## src/common/ej32_pkg.sv

```systemverilog
// shared widths, opcode set and per-opcode decode for the ej32 load/store core
// used by scoped names from every rtl module

package ej32_pkg;

    localparam int dsz = 32;            // data stack width
    localparam int asz = 16;            // byte address width

    typedef enum logic [4:0] {
        op_push, op_dup, op_drop,       // stack ops
        op_iadd, op_isub, op_iand, op_ior, op_ixor,
        op_iaload, op_baload, op_saload,
        op_iastore, op_bastore, op_sastore,
        op_get, op_put                  // console buffers
    } opcode_t;

    typedef enum logic [1:0] {
        eff_none,                       // depth unchanged
        eff_push,
        eff_pop1,
        eff_pop2
    } stack_eff_t;

    // depth change applied when the opcode ends
    function automatic stack_eff_t stack_eff(opcode_t op);
        case (op)
            op_push, op_dup, op_get:              return eff_push;
            op_iaload, op_baload, op_saload:      return eff_none;
            op_iastore, op_bastore, op_sastore:   return eff_pop2;
            default:                              return eff_pop1;  // binops, drop, put
        endcase
    endfunction

    // busy cycles per opcode
    function automatic logic [2:0] phase_count(opcode_t op);
        case (op)
            op_iaload, op_iastore:                return 3'd5;  // 4 bytes + address
            op_saload, op_sastore:                return 3'd3;
            op_baload, op_bastore, op_get, op_put: return 3'd2;
            default:                              return 3'd1;
        endcase
    endfunction

endpackage

```

## src/logic/ej32_alu.sv

```systemverilog
// arithmetic unit: new TOS for push, dup, drop and the integer binops
// all of its opcodes finish in one phase

module ej32_alu (
    input  ej32_pkg::opcode_t         code,
    input  logic                      busy,
    input  logic [ej32_pkg::dsz-1:0]  t,
    input  logic [ej32_pkg::dsz-1:0]  s,
    input  logic [ej32_pkg::dsz-1:0]  cmd_data,   // push literal
    output logic [ej32_pkg::dsz-1:0]  alu_t,
    output logic                      alu_t_x
);

    logic own;                          // opcode belongs to this unit

    always_comb begin
        alu_t = t;
        own   = 1'b1;
        case (code)
            ej32_pkg::op_push: alu_t = cmd_data;
            ej32_pkg::op_dup:  alu_t = t;        // NOS gets the copy
            ej32_pkg::op_drop: alu_t = s;
            ej32_pkg::op_iadd: alu_t = s + t;    // wraps
            ej32_pkg::op_isub: alu_t = s - t;
            ej32_pkg::op_iand: alu_t = s & t;
            ej32_pkg::op_ior:  alu_t = s | t;
            ej32_pkg::op_ixor: alu_t = s ^ t;
            default:           own   = 1'b0;     // load/store side
        endcase
    end

    assign alu_t_x = busy && own;

endmodule

```

## config.mk

```make
export PLATFORM = sky130hd
export DESIGN_NAME = ej32_alu
export DESIGN_NICKNAME = d
export VERILOG_FILES = /design/src/common/ej32_pkg.sv /design/src/logic/ej32_alu.sv
export SDC_FILE = /design/constraint.sdc
export NUM_CORES = 1
export LEC_CHECK = 0
export BUFFER_PORTS_ARGS = -buffer_cell sky130_fd_sc_hd__buf_2
export CORE_UTILIZATION = 45
export DETAILED_ROUTE_END_ITERATION = 8
export PLACE_DENSITY = 0.7
export SLEW_MARGIN = 20
export SYNTH_ARGS = -nofsm -noshare
export SYNTH_HDL_FRONTEND = slang
export SYNTH_SLANG_ARGS = --single-unit
```

## constraint.sdc

```tcl
create_clock -name vclk -period 5.33
set_clock_uncertainty 0.2 [all_clocks]
set_input_delay 0.533 -clock vclk [all_inputs]
set_output_delay 0.533 -clock vclk [all_outputs]
set_load 0.1 [all_outputs]
```

==> flow_summary_export.csv <==
group,metric,value,unit
global_route,grt_pass1_wl,26.0,mm
final_layout,fillCellCount,1062,
yosys,ys_warn_count,0,
yosys,synth_fp_nets,951,
floorplan,start_util,46.7,%
final_layout,nNetsFinal,1061,
sta,fin_crit,5.03,ns
final_layout,antenna_cells,0,
floorplan,core-area,0.0110,mm2
yosys,avgSynthCellArea,6.81,um2
sta,final-hold-violation-count,0,
sta,slew_headroom,38.0,%
worst_setup_path,crit_type,"in2out",
yosys,synthTopCellsByCount,"ha_1 (96), inv_1 (93), a21oi_1 (67)",
clocking,post_cts_buffers,0,
clocking,cts_hold_buf,0,
pwr,cellPowerDensity,129,mW/mm2
floorplan,die_x,109,um
flow_run,cap_violations,0,
floorplan,fp-row-count,38,
worst_setup_path,arrival,4.30,ns
worst_setup_path,crit_path_end_kind,"output pin",
pwr,power_leakage,0.00317,uW
sta,slew_violations,0,
drt,ant_nets,0,
drt,avgViaCountPerCell,5.96,
sta,rsz0062_at_grt,"false",
sta,timing.hold.ws,1.32,ns
sta,setup_viol,0,
pwr,total_power,828,uW
global_route,grt_overflow,0,
sta,period_share,94.4,%
place,place_hpwl,12.5,mm
place,portBuffers,135,
floorplan,die-height,109,um
worst_setup_path,cp.required,4.60,ns
drt,wirelength,16.1,mm
drt,wl_per_cell,16.1,um
worst_setup_path,critPathMaxFanout,11,
yosys,yosys.area.top_type,"ha_1",
worst_hold_path,holdPathStages,4,
worst_hold_path,min_from,"t[14]",
floorplan,die-area,0.0118,mm2
yosys,ys_types,64,
pwr,irDropWorstVdd,80.9,uV
drt,route.vias.total,5959,
global_route,grt_pass1_vias,5491,
yosys,syn_inst,752,
clocking,cts_resized,0,
worst_hold_path,hold_end,"alu_t[14]",
final_layout,nClkBuffers,0,
place,place_congestion,0.957,
drt,route.detailed.drc,0,
worst_setup_path,start_kind,"input pin",
global_route,track_usage,26.5,%
yosys,yosysTopAreaCellShare,23.4,%
global_route,antenna_found_initial,0,
drt,drt_first_pass_iters,5,
global_route,grt_max_degree,49,
run_status,outcome,"finished, final reports clean",
final_layout,ff_latch_area,0,um2
final_layout,drive_above_1_share,22.7,%
yosys,seq_area_frac_synth,0,%
drt,drt_iter0_markers,382,
worst_setup_path,startpoint,"code[4]",
yosys,synth_area_leaders,"ha_1 (23%), a22oi_1 (8.9%), xnor2_1 (7.4%)",
sta,max_freq,199,MHz
sta,worst_slew_pin_slew,0.930,ns
final_layout,seq_cells,0,
worst_hold_path,hold_class,"in2out",
final_layout,area_delta_synth_final,25.6,%
floorplan,ios,135,
yosys,synth_area,0.00512,mm2
yosys,synth.most_common_cell,"ha_1",
## layer usage
| layer | GRT usage, % | vias to the layer above | share of wire [%] |
|---|---|---|---|
| li1 | - | 2963 | - |
| met1 | 36.2 | 2786 | 46 |
| met2 | 47.1 | 195 | 47 |
| met3 | 0.897 | 15 | 4.9 |
| met4 | 3.76 | 0 | 1.2 |
| met5 | 0 | - | 0 |
## metrics by stage
| stage | setup WS (ns) | cells | TNS, ns | util (%) | cell area (um2) |
|---|---|---|---|---|---|
| after floorplan | -0.163 | 752 | -0.163 | - | 5220 |
| after global placement | 0.155 | 999 | 0 | 58.1 | 6380 |
| after detailed placement | 0.118 | 999 | 0 | 58.1 | 6380 |
| after CTS | 0.110 | 999 | 0 | 58.1 | 6380 |
| after global routing | 0.0301 | 1000 | 0 | 58.6 | 6440 |
| final | 0.299 | 1000 | 0 | 58.6 | 6440 |
## worst max-delay path, cell delays in order
cell	delay, ns
buf_2	0.11
nor2_1	0.18
nand2_1	0.11
or3_1	0.51
o41ai_1	0.15
xnor2_1	0.11
ha_1	0.39
nand3_1	0.15
or3_1	0.38
a21oi_1	0.20
o2111ai_1	0.20
a21boi_1	0.32
o311ai_1	0.21
a21o_1	0.22
a31o_2	0.24
clkbuf_4	0.27
## layout make-up
cell class | instances | area [um2] | area share [%]
multi-input combinational | 609 | 4720 | 73.3
timing repair buffer | 156 | 1190 | 18.5
inverter | 95 | 357 | 5.54
tap | 140 | 175 | 2.72
## worst max-delay path by stage
| stage | end | slack [ns] | cells after the start |
|---|---|---|---|
| after global placement | alu_t[27] | 0.15 | 16 |
| after CTS | alu_t[27] | 0.11 | 16 |
| final | alu_t[30] | 0.30 | 16 |
| after detailed placement | alu_t[27] | 0.12 | 16 |
| after global routing | alu_t[30] | 0.03 | 16 |
| after floorplan | alu_t[24] | -0.16 | 16 |
## logic make-up after synthesis
family / Yosys count / share of synthesized area, %
AND/OR/NAND/NOR: 163 / 16.4
multiplexers: 22 / 4.32
XOR/XNOR: 52 / 8.89
buffers and inverters: 143 / 10.6
AO/OA/AOI/OAI: 275 / 35.9
adder cells (fa/ha/maj): 97 / 23.8
## cell usage in the layout, fill, tap and decap left out, drive strengths merged, types with 7 or more instances in the layout
master / n
buf: 154
xnor2: 43
o31ai: 8
xor2: 9
inv: 95
nor2: 44
a22oi: 61
nand4: 8
nand2: 48
mux2i: 21
nor4: 7
a21oi: 67
o221ai: 19
o21ai: 45
ha: 96
a21o: 19
o22ai: 10
nand3: 17
## where the power goes
part / switching (uW) / internal (uW) / total, uW
logic: 530 / 298 / 828
clock network: 0 / 0 / 0
registers: 0 / 0 / 0
Power figures use the tool's default switching activity.
