<file path="config.mk">
export PLATFORM = sky130hd
export DESIGN_NAME = ej32_dstack
export DESIGN_NICKNAME = d
export VERILOG_FILES = /design/src/common/ej32_pkg.sv /design/src/logic/ej32_dstack.sv
export SDC_FILE = /design/constraint.sdc
export NUM_CORES = 1
export LEC_CHECK = 0
export BUFFER_PORTS_ARGS = -buffer_cell sky130_fd_sc_hd__buf_2
export CORE_MARGIN = 5
export CORE_UTILIZATION = 55
export CTS_BUF_LIST = sky130_fd_sc_hd__clkbuf_4
export DETAILED_ROUTE_END_ITERATION = 6
export GPL_TIMING_DRIVEN = 1
export PLACE_DENSITY = 0.73
export SLEW_MARGIN = 20
export SYNTH_ARGS = -nofsm -noshare
export SYNTH_HDL_FRONTEND = slang
export SYNTH_SLANG_ARGS = --single-unit
</file>
<file path="constraint.sdc">
create_clock -name ctl -period 13.83 [get_ports ctl]
set_clock_uncertainty 0.2 [all_clocks]
set_input_delay 2.766 -clock ctl [delete_from_list [all_inputs] [get_ports ctl]]
set_output_delay 2.766 -clock ctl [all_outputs]
set_load 0.03 [all_outputs]
</file>
<file path="src/common/ej32_pkg.sv">
// shared widths, opcode set and per-opcode decode for the ej32 load/store core
// used by scoped names from every rtl module

package ej32_pkg;

    localparam int dsz = 32;            // data stack width
    localparam int asz = 16;            // byte address width

    typedef enum logic [4:0] {
        op_push, op_dup, op_drop,       // stack ops
        op_iadd, op_isub, op_iand, op_ior, op_ixor,
        op_iaload, op_baload, op_saload,
        op_iastore, op_bastore, op_sastore,
        op_get, op_put                  // console buffers
    } opcode_t;

    typedef enum logic [1:0] {
        eff_none,                       // depth unchanged
        eff_push,
        eff_pop1,
        eff_pop2
    } stack_eff_t;

    // depth change applied when the opcode ends
    function automatic stack_eff_t stack_eff(opcode_t op);
        case (op)
            op_push, op_dup, op_get:              return eff_push;
            op_iaload, op_baload, op_saload:      return eff_none;
            op_iastore, op_bastore, op_sastore:   return eff_pop2;
            default:                              return eff_pop1;  // binops, drop, put
        endcase
    endfunction

    // busy cycles per opcode
    function automatic logic [2:0] phase_count(opcode_t op);
        case (op)
            op_iaload, op_iastore:                return 3'd5;  // 4 bytes + address
            op_saload, op_sastore:                return 3'd3;
            op_baload, op_bastore, op_get, op_put: return 3'd2;
            default:                              return 3'd1;
        endcase
    endfunction

endpackage

</file>
<file path="src/logic/ej32_dstack.sv">
// data stack: TOS and NOS registers over a deeper array
// merges the unit TOS updates and applies the stack effect on the last phase

module ej32_dstack #(
    parameter int depth = 16                      // total entries
) (
    input  logic                      ctl,
    input  logic                      rst_n,
    input  logic                      busy,
    input  logic                      last,
    input  ej32_pkg::opcode_t         code,
    input  logic [ej32_pkg::dsz-1:0]  ls_t,
    input  logic                      ls_t_x,
    input  logic [ej32_pkg::dsz-1:0]  alu_t,
    input  logic                      alu_t_x,
    output logic [ej32_pkg::dsz-1:0]  t,          // TOS
    output logic [ej32_pkg::dsz-1:0]  s,          // NOS
    output logic [$clog2(depth):0]    sp          // depth count
);

    localparam int pw = $clog2(depth);

    logic [ej32_pkg::dsz-1:0] deep [depth];       // spilled entries, slot per depth
    logic [pw-1:0]            ix, ix_m1, ix_m2;
    logic [ej32_pkg::dsz-1:0] t_n;
    ej32_pkg::stack_eff_t     eff;
    logic                     spill;              // NOS pushed into the array

    assign eff   = ej32_pkg::stack_eff(code);
    assign ix    = sp[pw-1:0];
    assign ix_m1 = ix - 1'b1;
    assign ix_m2 = ix - 2'd2;
    assign spill = busy && last && (eff == ej32_pkg::eff_push);

    // units never claim TOS together
    always_comb begin
        if (ls_t_x)       t_n = ls_t;
        else if (alu_t_x) t_n = alu_t;
        else              t_n = t;
    end

    always_ff @(posedge ctl) begin
        if (!rst_n) begin
            t  <= '0;
            s  <= '0;
            sp <= '0;
        end
        else if (busy) begin
            t <= t_n;
            if (last) begin
                case (eff)
                    ej32_pkg::eff_push: begin
                        s  <= t;                  // old TOS slides down
                        sp <= sp + 1'b1;
                    end
                    ej32_pkg::eff_pop1: begin
                        s  <= deep[ix_m1];
                        sp <= sp - 1'b1;
                    end
                    ej32_pkg::eff_pop2: begin     // both refill, unit TOS dropped
                        t  <= deep[ix_m1];
                        s  <= deep[ix_m2];
                        sp <= sp - 2'd2;
                    end
                    default: ;
                endcase
            end
        end
    end

    always_ff @(posedge ctl) begin
        if (spill) deep[ix] <= s;
    end

endmodule

</file>
==> flow_summary.json <==
{
  "die_x_um": 234,
  "num_rows": 82,
  "async_flop_share": 0,
  "cp-start-kind": "input pin",
  "grt_max_degree": 135,
  "r2r-end": "t[2]$_SDFFE_PN0P_",
  "power.leakage_nw": 10.7,
  "post-route-min-period_ns": 5.59,
  "fmax_ghz": 0.179,
  "final_design_area_no_fill_sq_um": 30900,
  "max_cap_violations": 0,
  "worst_ep_arrival_time_ns": 6.29,
  "syn-mean-instance-area_sq_um": 16.5,
  "pwr-share-seq": 0.478,
  "ys_seq_area_frac": 0.610,
  "timing.hold.ws_ns": 0.371,
  "cp-startpoint": "code[2]",
  "cts_resized": 0,
  "nNetsFinal": 1963,
  "setup_tns_ns": 0,
  "rsz0062_at_grt": "false",
  "antenna_found_initial": 4,
  "setup_ws_ns": 8.24,
  "drive_gt1_frac": 0.338,
  "crit_end": "s[8]$_SDFFE_PN0P_",
  "outcome": "finished, final reports clean",
  "crit_required_ns": 14.54,
  "relSlewSlack": 0.185,
  "power_density_nw_per_um2": 135,
  "vias_per_cell": 6.57,
  "worstMarginPinSlew_ns": 1.22,
  "final_common_cell": "edfxtp_1",
  "firstDrtPassIters": 6,
  "clock_path_buffers": 3,
  "synth_ff_type": "edfxtp_1",
  "grt_usage": 0.278,
  "internal_power_mw": 3.02,
  "vias": 17518,
  "finalCoreUtilization": 0.620,
  "r2r.worst_path.cells": 8,
  "syn_nets": 1757,
  "wirelength_um": 74700,
  "dpl_cell_area_sq_um": 28900,
  "cts_sinks": 581,
  "timing.rr.start": "sp[0]$_SDFFE_PN0P_",
  "post_cts_buffers": 0,
  "drtIter0Drc": 2172,
  "syn_area_sq_um": 27500,
  "path_class": "input pin to register",
  "finalSetupViolCount": 0,
  "yosys.cell_types.count": 46,
  "p_sw_frac": 0.276,
  "portBuffers": 143,
  "start_util": 0.552,
  "cts_inserted_buffers": 150,
  "synth-edff-count": 512,
  "path_max_fanout": 21,
  "ir_worst_vdd_uv": 91.9,
  "drt-wirelength-per-cell_um": 28.0,
  "htree_levels": 4,
  "layout_common_cells": "512 x edfxtp_1, 222 x mux2i_1, 219 x clkbuf_4",
  "slew_violations": 0,
  "r2r_slack_ns": 9.01,
  "place_ws_ns": 7.45,
  "dp_hpwl_um": 43000,
  "cts_hold_buf": 0,
  "design.core.area_sq_um": 49800,
  "boundaryPins": 144,
  "drc": 0,
  "p_sw_mw": 1.15,
  "final_min_period_over_clock_period": 0.404,
  "hold_depth": 1,
  "p_clk_frac": 0.363,
  "syn2layout_area_growth_pct": 12.3,
  "grt_pass1_wl_um": 112000,
  "synth_cells": 1667,
  "die_height_um": 234,
  "synth_seq_cells": 581,
  "clk_latency_ns": 1.00,
  "comb_power_share": 0.159,
  "clk_pin_slew_ns": 0.06,
  "yosysWarnings": 0,
  "cp-end-kind": "register",
  "die_area_sq_um": 54500,
  "grt_remaining_overflow": 0,
  "hp-class": "register to register",
  "hold_viol_final": 0,
  "cts-root-buf": "clkbuf_4",
  "cts_tree": "done",
  "grt_pass1_vias": 17953,
  "drtAntennaViolNets": 0,
  "gp_congestion": 0.832
}
==> routing by layer <==
| metal | global-route usage | vias up | part of all wire |
|---|---|---|---|
| met1 | 0.387 | 8921 | 0.39 |
| met4 | 0.101 | 0 | 0.030 |
| met3 | 0.0732 | 155 | 0.11 |
| met5 | 0 | - | 0 |
| li1 | - | 7365 | - |
| met2 | 0.428 | 1077 | 0.48 |
==> how the worst min path moves through the flow <==
stage	from	to	slack [ns]
after floorplan	sp[4]$_SDFFE_PN0P_	sp[4]$_SDFFE_PN0P_	0.41
after global placement	t[18]$_SDFFE_PN0P_	t[18]$_SDFFE_PN0P_	0.35
after detailed placement	t[18]$_SDFFE_PN0P_	t[18]$_SDFFE_PN0P_	0.36
after CTS	t[18]$_SDFFE_PN0P_	t[18]$_SDFFE_PN0P_	0.38
after global routing	t[17]$_SDFFE_PN0P_	t[17]$_SDFFE_PN0P_	0.39
final	t[18]$_SDFFE_PN0P_	t[18]$_SDFFE_PN0P_	0.37
==> flip-flops by register name, summed over array words and instances (netlist names) <==
name and count:
sp 5, deep 512, t 32, s 32
==> stage by stage <==
stage / total power, mW / std cells
after floorplan: 2.50 / 1667
after global placement: 2.68 / 2392
after detailed placement: 2.69 / 2392
after CTS: 4.19 / 2663
after global routing: 4.34 / 2667
final: 4.18 / 2668
==> cell families after synthesis <==
family,share of synthesized area
AO/OA/AOI/OAI,0.0627
XOR/XNOR,0.00287
adder cells (fa/ha/maj),0.00710
buffers and inverters,0.0250
flip-flops,0.610
multiplexers,0.260
AND/OR/NAND/NOR,0.0326
==> power by group through the flow <==
| stage | Clock (mW) | Combinational, mW | Sequential (mW) |
|---|---|---|---|
| floorplan | 0 | 0.461 | 2.04 |
| global placement | 0 | 0.652 | 2.03 |
| detailed placement | 0 | 0.658 | 2.03 |
| CTS | 1.54 | 0.661 | 1.99 |
| global route | 1.64 | 0.706 | 2.00 |
| finish | 1.52 | 0.666 | 2.00 |
==> final cells by class <==
| class | count | area, sq um |
|---|---|---|
| antenna | 4 | 10.0 |
| clock buffer | 219 | 1640 |
| clock inverter | 52 | 310 |
| fill | 3618 | 18900 |
| inverter | 7 | 26.3 |
| multi-input combinational | 951 | 10200 |
| sequential | 581 | 16800 |
| tap | 672 | 841 |
| timing repair buffer | 182 | 1040 |
==> worst max-delay path: stages <==
cell and delay (ns):
buf_2 0.11, or3_1 0.36, a21oi_1 0.44, ha_1 0.73, nand3b_1 0.97, o22ai_1 0.45
or3_1 0.16, o221ai_1 0.10, a31oi_1 0.19
==> synthesized netlist by cell type (all sizes together), types with 2 or more instances <==
cell	number	area share
a2111oi	16	0.0051
a21boi	3	0.00082
a21o	3	0.00082
a21oi	85	0.015
a221o	32	0.012
a22o	8	0.0026
a31oi	16	0.0036
buf	78	0.017
clkbuf	50	0.0068
dfxtp	69	0.050
edfxtp	512	0.56
ha	14	0.0064
inv	6	0.00082
mux2	17	0.0070
mux2i	222	0.081
mux4	210	0.17
nand2	81	0.011
nand2b	4	0.00091
nand3	5	0.00091
nand3b	4	0.0011
nor2	96	0.013
nor2b	4	0.00091
nor3	8	0.0015
nor3b	2	0.00055
o21ai	53	0.0097
o221ai	15	0.0048
o22ai	31	0.0071
or3	8	0.0018
xnor2	3	0.0012
xor2	3	0.0016
(Power assumes the default switching activity.)
