--- src/common/ej32_pkg.sv ---
// shared widths, opcode set and per-opcode decode for the ej32 load/store core
// used by scoped names from every rtl module

package ej32_pkg;

    localparam int dsz = 32;            // data stack width
    localparam int asz = 16;            // byte address width

    typedef enum logic [4:0] {
        op_push, op_dup, op_drop,       // stack ops
        op_iadd, op_isub, op_iand, op_ior, op_ixor,
        op_iaload, op_baload, op_saload,
        op_iastore, op_bastore, op_sastore,
        op_get, op_put                  // console buffers
    } opcode_t;

    typedef enum logic [1:0] {
        eff_none,                       // depth unchanged
        eff_push,
        eff_pop1,
        eff_pop2
    } stack_eff_t;

    // depth change applied when the opcode ends
    function automatic stack_eff_t stack_eff(opcode_t op);
        case (op)
            op_push, op_dup, op_get:              return eff_push;
            op_iaload, op_baload, op_saload:      return eff_none;
            op_iastore, op_bastore, op_sastore:   return eff_pop2;
            default:                              return eff_pop1;  // binops, drop, put
        endcase
    endfunction

    // busy cycles per opcode
    function automatic logic [2:0] phase_count(opcode_t op);
        case (op)
            op_iaload, op_iastore:                return 3'd5;  // 4 bytes + address
            op_saload, op_sastore:                return 3'd3;
            op_baload, op_bastore, op_get, op_put: return 3'd2;
            default:                              return 3'd1;
        endcase
    endfunction

endpackage

--- src/logic/ej32_seq.sv ---
// opcode sequencer: latches a command on go, steps its phases
// and frames it with busy, last and a one-cycle done

module ej32_seq (
    input  logic               ctl,
    input  logic               rst_n,
    input  logic               go,        // sampled while idle only
    input  ej32_pkg::opcode_t  cmd_code,
    output logic               busy,
    output logic               done,
    output logic               last,
    output ej32_pkg::opcode_t  code,
    output logic [2:0]         phase
);

    logic [2:0] n_ph;                     // phases of current opcode

    assign n_ph = ej32_pkg::phase_count(code);
    assign last = busy && (phase == n_ph - 3'd1);   // final phase marker

    always_ff @(posedge ctl) begin
        if (!rst_n) begin
            busy  <= 1'b0;
            done  <= 1'b0;
            phase <= 3'd0;
            code  <= ej32_pkg::op_push;
        end
        else begin
            done <= 1'b0;                 // pulse by default
            if (!busy) begin
                if (go) begin             // accept new command
                    busy  <= 1'b1;
                    code  <= cmd_code;
                    phase <= 3'd0;
                end
            end
            else if (last) begin          // opcode ends on this edge
                busy  <= 1'b0;
                done  <= 1'b1;
                phase <= 3'd0;
            end
            else begin
                phase <= phase + 3'd1;
            end
        end
    end

endmodule

--- config.mk ---
export PLATFORM = sky130hd
export DESIGN_NAME = ej32_seq
export DESIGN_NICKNAME = d
export VERILOG_FILES = /design/src/common/ej32_pkg.sv /design/src/logic/ej32_seq.sv
export SDC_FILE = /design/constraint.sdc
export NUM_CORES = 1
export LEC_CHECK = 0
export ABC_CLOCK_PERIOD_IN_PS = 2000
export BUFFER_PORTS_ARGS = -buffer_cell sky130_fd_sc_hd__buf_2
export CORE_AREA = 2 2 39 41
export CTS_CLUSTER_SIZE = 25
export DETAILED_ROUTE_END_ITERATION = 8
export DIE_AREA = 0 0 41 43
export HOLD_SLACK_MARGIN = 0.08
export PLACE_DENSITY_LB_ADDON = 0.05
export SYNTH_ARGS = -nofsm -noshare
export SYNTH_HDL_FRONTEND = slang
export SYNTH_SLANG_ARGS = --single-unit
export TNS_END_PERCENT = 100
--- constraint.sdc ---
create_clock -name ctl -period 2 [get_ports ctl]
set_input_delay 0.2 -clock ctl [delete_from_list [all_inputs] [get_ports ctl]]
set_output_delay 0.2 -clock ctl [all_outputs]
set_load 0.01 [all_outputs]
==> impl_results.md, run 1 <==
* Crit path arrival time at 1.76 ns
* Num CTS Buffers at 3
* Gpl congestion at 0.676
* Syn Nets at 73
* Initial Util at 0.428
* DR pass1 iterations at 2
* Finished Layout Cells at 100
* RSZ-0062 raised after global routing: yes
* Worst hold-check path type: in2reg
* Critical Path Sink: last
* Worst-path maximum fanout at 7
* Max Used Layer: met4
* ANT cells at 0
* Final net count at 97
* Max-Cap Viols at 0
* Die width at 41 um
* Critical path endpoint category: output pin
* Metal-1 WL at 505 um
* Final setup TNS at 0 ns
* Htree depth at 1
* Worst reg2reg path depth at 6
* Most instantiated library cell after synthesis: dfxtp_1
* Worst Tran Pin Value at 0.341 ns
* Slew Limit Fails at 0
* Worst-Skew Late Latency at 0.27 ns
* Yosys warning total at 0
* CTS tree: built
* Worst IR Drop VDD at 0.340 mV
* Crit Path Class: reg2out
* Final design area excluding fillers at 790 sq um
* Status: finished clean
* Syn Inst Count at 61
* Antenna violations before repair at 0
* Area of placed instances at 704 sq um
* Grt ovf at 0
* Inst Count DP at 95
* Final setup viols at 0
* Post-Route WL at 1.11 mm
* Via count at 489
* Seq/Total Area, Yosys at 0.440
* Post-Syn Area at 592 sq um
* Synth top area share at 0.440
* Sink Count at 13
* Period utilisation layout at 0.979
* Final Util at 0.571
* Clk root buf: clkbuf_4
* Clock transition at path regs at 0.08 ns
* Cell accounting for the most synthesized area: dfxtp_1
* Die height at 43 um
* Filler cells at 124
* Die ar. at 0.00176 sq mm
* Total I/O pin count at 19
* F_max at 0.511 GHz
* Met3 wire length at 41 um
* R2R Path Start: code[4]$_SDFFE_PN0N_
* First-pass GRT wire length at 1.90 mm
* Worst R2R Setup Slack at 0.28 ns
* FFs w/ async S/R, synth at 0
* Placed wire-length estimate at 847 um
* Area contributors post-synth: dfxtp_1 (44%), ha_1 (8.5%), mux2i_1 (8.5%)
* Hold depth at 3
* Via/cell ratio at 4.89
* Max-slew headroom at 0.771
* RR Endpoint: phase[2]$_SDFFE_PN0P_
* Crit path launch: code[4]$_SDFFE_PN0N_
* Syn_area_per_cell at 9.70 sq um
* Layout area overhead at 33.4%
* Placement Rows at 14
* Most used DFF post-synth: dfxtp_1
* Post-synthesis register bit count at 13
* GRT Total Usage at 0.159
* PwrDens at 699 mW/mm^2
* Final Hold Vio Count at 0
* Top cells by count, synth: dfxtp_1 (13), nor2_1 (7), inv_1 (5), mux2i_1 (5), ha_1 (4)
* Detailed Route Iter0 Violations at 4
* Drt wl/cell at 11.1 um
* # DRC at 0
* Post-synth EDFFs at 0
* WL met2 at 550 um
* Port buffer count at 18
* Fin crit period at 1.96 ns
* Largest net degree at the start of global routing at 9
* Post-DRT Antenna Nets at 0
* Setup Skew at 0.00156 ns
* Required time of the critical path at 1.80 ns
* Placeable core area at 0.00138 sq mm
* Netlist cell types at 24
* Setup crit start kind: flip-flop
* Clock buffer depth at 2
* Leakage at 0.000400 uW
* Vias in the first global route at 466
* Share of layout cells above drive strength 1 at 0.369
==> logic make-up (layout without fill, tap and decap cells) <==
| kind of cell | count (synthesis) | in the layout | share of synthesized area |
|---|---|---|---|
| xor gates and xnor gates | 3 | 3 | 0.0444 |
| and+or+nand+nor | 20 | 20 | 0.171 |
| DFF | 13 | 13 | 0.440 |
| buffers and inverters | 6 | 29 | 0.0402 |
| adders and majority gates | 4 | 4 | 0.0846 |
| muxes | 6 | 6 | 0.104 |
| AOI/OAI and AO/OA | 9 | 9 | 0.116 |
==> area by class of cell <==
class | instances | area [sq um] | share of cell area
multi-input combinational | 42 | 355 | 0.450
clock buffer | 4 | 26.3 | 0.0333
timing repair buffer | 20 | 105 | 0.133
inverter | 5 | 18.8 | 0.0238
sequential | 13 | 264 | 0.334
tap | 16 | 20.0 | 0.0254
==> stage by stage <==
step	power [uW]	hold WS (ns)	setup WS (ns)
2_1_floorplan	351	0.333	0.215
3_3_place_gp	385	0.438	0.187
3_5_place_dp	386	0.440	0.133
4_1_cts	549	0.153	0.00820
5_1_grt	588	0.204	-0.0253
6_report	552	0.160	0.0415
==> cell usage in the layout, fill, tap and decap left out <==
master     count
a2111oi_1      1
a211oi_1       1
a21oi_1        1
a221o_1        1
a22o_1         1
and2_1         1
and3_1         3
buf_2         18
buf_4          2
clkbuf_1       1
clkbuf_4       3
dfxtp_1       12
dfxtp_4        1
ha_1           3
ha_4           1
inv_1          5
mux2_2         1
mux2i_1        5
nand2_1        1
nand2b_1       2
nand2b_4       1
nor2_1         6
nor2_4         1
nor2b_1        2
nor3_1         2
nor3_2         1
o211ai_1       1
o21a_1         1
o21ai_0        1
o21bai_1       1
xnor2_2        2
xor2_1         1
==> where the power goes <==
part | internal [uW] | switching, uW | leakage [uW]
sequential | 274 | 12.1 | 0.000107
combinational | 54.8 | 52.6 | 0.000278
clock | 77.1 | 81.5 | 0.0000150
==> worst max-delay path: stages, from the launching register on <==
cell,delay [ns]
dfxtp_4,0.37
nand2b_4,0.15
ha_4,0.21
xnor2_2,0.13
nor3_2,0.27
and3_1,0.22
buf_2,0.13
==> worst min path at each step <==
| stage | slack [ns] | to | startpoint |
|---|---|---|---|
| after floorplan | 0.33 | code[2]$_SDFFE_PN0N_ | rst_n |
| after global placement | 0.44 | code[4]$_SDFFE_PN0N_ | cmd_code[4] |
| after detailed placement | 0.44 | code[4]$_SDFFE_PN0N_ | cmd_code[4] |
| after CTS | 0.15 | code[4]$_SDFFE_PN0N_ | cmd_code[4] |
| after global routing | 0.20 | code[0]$_SDFFE_PN0N_ | cmd_code[0] |
| final | 0.16 | code[4]$_SDFFE_PN0N_ | cmd_code[4] |
==> what timing repair did <==
item                       in CTS  in global routing
resized for setup               1                  8
setup endpoints to repair       1                  1
pin swaps                       2                  2
gates cloned                    0                  0
hold buffers                    0                  0
setup buffers                   0                  1
==> metal layers <==
layer / up-vias / GRT usage
met1: 219 / 0.195
met4: 0 / 0.0800
met2: 8 / 0.250
li1: 260 / -
met5: - / 0
met3: 2 / 0.0314
Note: power is estimated with default switching activity, not from simulation.
==> run 2: changes to the inputs <==
--- a/config.mk
+++ b/config.mk
@@ -13,6 +13,7 @@
 export DIE_AREA = 0 0 41 43
 export HOLD_SLACK_MARGIN = 0.08
 export PLACE_DENSITY_LB_ADDON = 0.05
+export SETUP_SLACK_MARGIN = 0.4
 export SYNTH_ARGS = -nofsm -noshare
 export SYNTH_HDL_FRONTEND = slang
 export SYNTH_SLANG_ARGS = --single-unit
==> run 2 against run 1 <==
  * Die area unchanged
  * Clock-buffer cell count down 1
  * Clock power about the same
  * Critical path type unchanged
==> impl_results.md, run 2 (synthesis results as in run 1) <==
* Max-Cap Viols at 0
* # DRC at 0
* Period utilisation layout at 0.938
* Max-slew headroom at 0.771
* CTS tree: built
* Setup crit start kind: flip-flop
* Antenna violations before repair at 0
* Die height at 43 um
* Final Hold Vio Count at 0
* Crit path arrival time at 1.68 ns
* Worst R2R Setup Slack at 0.33 ns
* Setup Skew at 0.00282 ns
* Placeable core area at 0.00138 sq mm
* Layout area overhead at 45.9%
* Share of layout cells above drive strength 1 at 0.489
* Vias in the first global route at 507
* RSZ-0062 raised after global routing: yes
* Final setup TNS at 0 ns
* Commonest non-fill, non-tap cells in the layout: buf_2 (17), dfxtp_1 (11), nor2_1 (6), buf_4 (6), inv_1 (5)
* R2R Path Start: code[4]$_SDFFE_PN0N_
* RR Endpoint: phase[2]$_SDFFE_PN0P_
* Status: finished clean
* Hold depth at 3
* Worst hold-check path type: in2reg
* Largest net degree at the start of global routing at 9
* Fin crit period at 1.88 ns
* Worst reg2reg path depth at 7
* Grt ovf at 0
* Via/cell ratio at 4.98
* Via count at 518
* Finished Layout Cells at 104
* Detailed Route Iter0 Violations at 0
* Clock transition at path regs at 0.08 ns
* Placement Rows at 14
* Worst-path maximum fanout at 4
* Crit path cell chain: nand2b_4 -> ha_4 -> xor2_2 -> xnor2_2 -> and3_4 -> buf_6
* Inst Count DP at 95
* Gpl congestion at 0.643
* Leakage at 0.000422 uW
* Worst IR Drop VDD at 0.426 mV
* Post-Route WL at 1.29 mm
* Crit Path Class: reg2out
* Required time of the critical path at 1.80 ns
* Worst hold start: cmd_code[4]
* Buf+Inv Stages, Crit Path at 1
* PwrDens at 673 mW/mm^2
* Drt wl/cell at 12.4 um
* First-pass GRT wire length at 2.07 mm
* Worst-Skew Late Latency at 0.27 ns
* Die ar. at 0.00176 sq mm
* Clk root buf: clkbuf_4
* Clock buffer depth at 2
* Pwr Total at 581 uW
* DR pass1 iterations at 1
* Port buffer count at 18
* Total I/O pin count at 19
* Hold-fix buffers at CTS at 0
* CP max-delay cell: dfxtp_4
* Slew Limit Fails at 0
* Critical path endpoint category: output pin
* Die width at 41 um
* Initial Util at 0.428
* Worst Tran Pin Value at 0.341 ns
* Delay of the slowest critical-path stage at 0.36 ns
* Placed wire-length estimate at 892 um
* GRT Total Usage at 0.172
* Num CTS Buffers at 3
* Sink Count at 13
* ANT cells at 0
* Filler cells at 126
* Hold endpoint: code[4]$_SDFFE_PN0N_
* Final setup viols at 0
* Final Util at 0.624
* F_max at 0.533 GHz
* Most common cell after layout, fill and taps aside: buf_2
* Htree depth at 1
* Post-DRT Antenna Nets at 0
* Final net count at 101
* CP delay by family, top: XOR/XNOR gates
-- run 2: cell count changes in the layout (fill, tap and decap cells not counted), sizes merged --
| cell | before | now |
|---|---|---|
| buf | 20 | 24 |
| clkbuf | 4 | 3 |
| clkinv | 0 | 1 |
-- run 2: repair_timing --
item,CTS,global route
cloned,0,0
gates resized for setup,8,9
setup buffers,2,3
endpoints found under the hold margin,0,0
pin swaps,4,4
setup endpoints to repair,6,7
-- run 2: through the flow --
step	instance area (sq um)	hold WS, ns	worst slack, ns
after floorplan	598	0.333	0.402
final	863	0.163	0.124
after detailed placement	711	0.447	0.290
after global routing	863	0.186	0.0587
after global placement	711	0.439	0.306
after CTS	801	0.154	0.124
-- run 2: area by class of cell --
class	count	area, sq um	area share
tap	16	20.0	0.0232
clock buffer	3	22.5	0.0261
clock inverter	1	5.00	0.00580
multi-input combinational	42	388	0.449
sequential	13	268	0.310
inverter	5	18.8	0.0217
timing repair buffer	24	141	0.164
-- run 2: worst max-delay path by stage --
stage,from,to,slack (ns),cells past startpoint
3_3_place_gp,code[4]$_SDFFE_PN0N_,phase[2]$_SDFFE_PN0P_,0.31,6
5_1_grt,code[4]$_SDFFE_PN0N_,last,0.06,6
2_1_floorplan,code[4]$_SDFFE_PN0N_,phase[2]$_SDFFE_PN0P_,0.40,6
6_report,code[4]$_SDFFE_PN0N_,last,0.12,6
4_1_cts,code[4]$_SDFFE_PN0N_,last,0.12,6
3_5_place_dp,code[4]$_SDFFE_PN0N_,phase[2]$_SDFFE_PN0P_,0.29,6
-- run 2: where the power goes --
group	internal [uW]	switching [uW]	total, uW
combinational	72.1	61.9	134
sequential	274	12.2	286
clock	74.0	86.6	161
-- run 2: routing by layer --
layer | up-vias | GRT usage | share of wire | wire, um
met5 | - | 0 | 0 | 0
met4 | 0 | 0.100 | 0.011 | 14
met3 | 2 | 0.0314 | 0.029 | 38
met2 | 9 | 0.278 | 0.54 | 695
met1 | 244 | 0.197 | 0.42 | 542
li1 | 263 | - | - | -
-- run 2: worst min-delay path: stages --
cell,delay (ns)
buf_2,0.07
mux2i_1,0.05
nor2_1,0.07
==> run 3: changes to the inputs <==
--- a/config.mk
+++ b/config.mk
@@ -7,13 +7,13 @@
 export LEC_CHECK = 0
 export ABC_CLOCK_PERIOD_IN_PS = 2000
 export BUFFER_PORTS_ARGS = -buffer_cell sky130_fd_sc_hd__buf_2
-export CORE_AREA = 2 2 39 41
+export CORE_UTILIZATION = 39
 export CTS_CLUSTER_SIZE = 25
 export DETAILED_ROUTE_END_ITERATION = 8
-export DIE_AREA = 0 0 41 43
 export HOLD_SLACK_MARGIN = 0.08
 export PLACE_DENSITY_LB_ADDON = 0.05
 export SETUP_SLACK_MARGIN = 0.4
+export SLEW_MARGIN = 20
 export SYNTH_ARGS = -nofsm -noshare
 export SYNTH_HDL_FRONTEND = slang
 export SYNTH_SLANG_ARGS = --single-unit
==> run 3 against run 2 <==
  * Sequential cell count unchanged
  * Sequential share of layout area up 1.7 points
  * Critical path type unchanged
  * Register-to-register slack better by 0.09 ns
==> impl_results.md, run 3 (synthesis results as in run 1) <==
* Status: finished clean
* Placeable core area at 0.00135 sq mm
* Clock buffer depth at 2
* Commonest non-fill, non-tap cells in the layout: buf_2 (18), dfxtp_1 (11), nor2_1 (6), inv_1 (5), mux2i_1 (4)
* Worst R2R Setup Slack at 0.42 ns
* Worst hold start: cmd_code[4]
* CTS tree: built
* CP delay by family, top: simple AND/OR/NAND/NOR gates
* Via/cell ratio at 4.99
* Via count at 494
* Worst-Skew Late Latency at 0.28 ns
* Grt ovf at 0
* Hold depth at 3
* Filler cells at 124
* Critical path endpoint category: output pin
* PwrDens at 690 mW/mm^2
* Buf+Inv Stages, Crit Path at 1
* RR Endpoint: phase[2]$_SDFFE_PN0P_
* Slew Limit Fails at 0
* RSZ-0062 raised after global routing: yes
* Crit path arrival time at 1.67 ns
* Placement Rows at 13
* Clk root buf: clkbuf_4
* Final Util at 0.601
* Sink Count at 13
* R2R Path Start: code[4]$_SDFFE_PN0N_
* Port buffer count at 18
* F_max at 0.535 GHz
* Worst hold-check path type: in2reg
* # DRC at 0
* Worst Tran Pin Value at 0.400 ns
* Worst reg2reg path depth at 6
* Max-slew headroom at 0.731
* Detailed Route Iter0 Violations at 5
* Post-DRT Antenna Nets at 0
* Final Hold Vio Count at 0
* Delay of the slowest critical-path stage at 0.37 ns
* Most common cell after layout, fill and taps aside: buf_2
* Setup crit start kind: flip-flop
* Final setup viols at 0
* Share of layout cells above drive strength 1 at 0.429
* First-pass GRT wire length at 1.78 mm
* GRT Total Usage at 0.170
* Layout area overhead at 37.0%
* ANT cells at 0
* Vias in the first global route at 428
* Htree depth at 1
* Num CTS Buffers at 3
* Worst IR Drop VDD at 0.542 mV
* Die ar. at 0.00168 sq mm
* DR pass1 iterations at 4
* Clock transition at path regs at 0.08 ns
* Total I/O pin count at 19
* Hold-fix buffers at CTS at 0
* Max-Cap Viols at 0
* Hold endpoint: code[4]$_SDFFE_PN0N_
* Initial Util at 0.438
* Antenna violations before repair at 0
* Leakage at 0.000406 uW
* Placed wire-length estimate at 823 um
* Largest net degree at the start of global routing at 9
* Setup Skew at 0.00739 ns
* Post-Route WL at 1.13 mm
* Crit. path cell count at 6
* Period utilisation layout at 0.934
* CP max-delay cell: dfxtp_4
* Pre-CTS setup slack at 0.303 ns
* Die width at 41.0 um
* Final net count at 97
* Fin crit period at 1.87 ns
* Final setup TNS at 0 ns
* Drt wl/cell at 11.4 um
* Worst-path maximum fanout at 5
* Crit Path Class: reg2out
* Crit path cell chain: nand2b_4 -> ha_4 -> xnor2_2 -> nor3_4 -> and3_1 -> buf_2
* Required time of the critical path at 1.80 ns
* Worst Slack Setup Final at 0.131 ns
* Die height at 41.0 um
* Gpl congestion at 0.614
run 3: cell type report:
type / instances / area, sq um / share of cell area
Clock inverter: 1 / 5.00 / 0.00617
Timing Repair Buffer: 20 / 105 / 0.130
Clock buffer: 3 / 22.5 / 0.0278
Sequential cell: 13 / 265 / 0.327
Tap cell: 15 / 18.8 / 0.0231
Multi-Input combinational cell: 42 / 375 / 0.463
Inverter: 5 / 18.8 / 0.0231
run 3: power by group:
part	internal [uW]	leakage (uW)	switching, uW
clock network	74.2	0.0000177	87.2
logic	56.8	0.000281	55.3
registers	274	0.000107	12.0
run 3: worst max path at each step:
stage	from	to
after CTS	code[4]$_SDFFE_PN0N_	last
after global placement	code[4]$_SDFFE_PN0N_	phase[2]$_SDFFE_PN0P_
after global routing	code[4]$_SDFFE_PN0N_	last
after floorplan	code[4]$_SDFFE_PN0N_	phase[2]$_SDFFE_PN0P_
after detailed placement	code[4]$_SDFFE_PN0N_	phase[2]$_SDFFE_PN0P_
final	code[4]$_SDFFE_PN0N_	last
run 3: worst register-to-register path, cell delays in order, from the launching register on:
cell and delay (ns):
dfxtp_4 0.37, nand2b_4 0.15, ha_4 0.27, xnor2_2 0.12, nor3_4 0.06, a2111oi_1 0.40
a221o_1 0.16
run 3: per-layer routing:
metal  global-route usage  routed length [um]
met1                0.174                 470
met2                0.285                 586
met3                0.103                  72
met4               0.0500                   0
met5                    0                   0
run 3: metrics by stage:
step	cell area, sq um	total power, uW	hold slack, ns	cells
after floorplan	598	352	0.333	61
after global routing	811	592	0.187	99
final	811	560	0.152	99
after detailed placement	709	386	0.448	94
after CTS	800	562	0.147	99
after global placement	709	385	0.460	94
run 3: repair_timing:
action                                  CTS  global route
endpoints found under the setup margin    4             6
resized for setup                         9             4
buffers inserted                          1             0
pin swaps                                 3             0
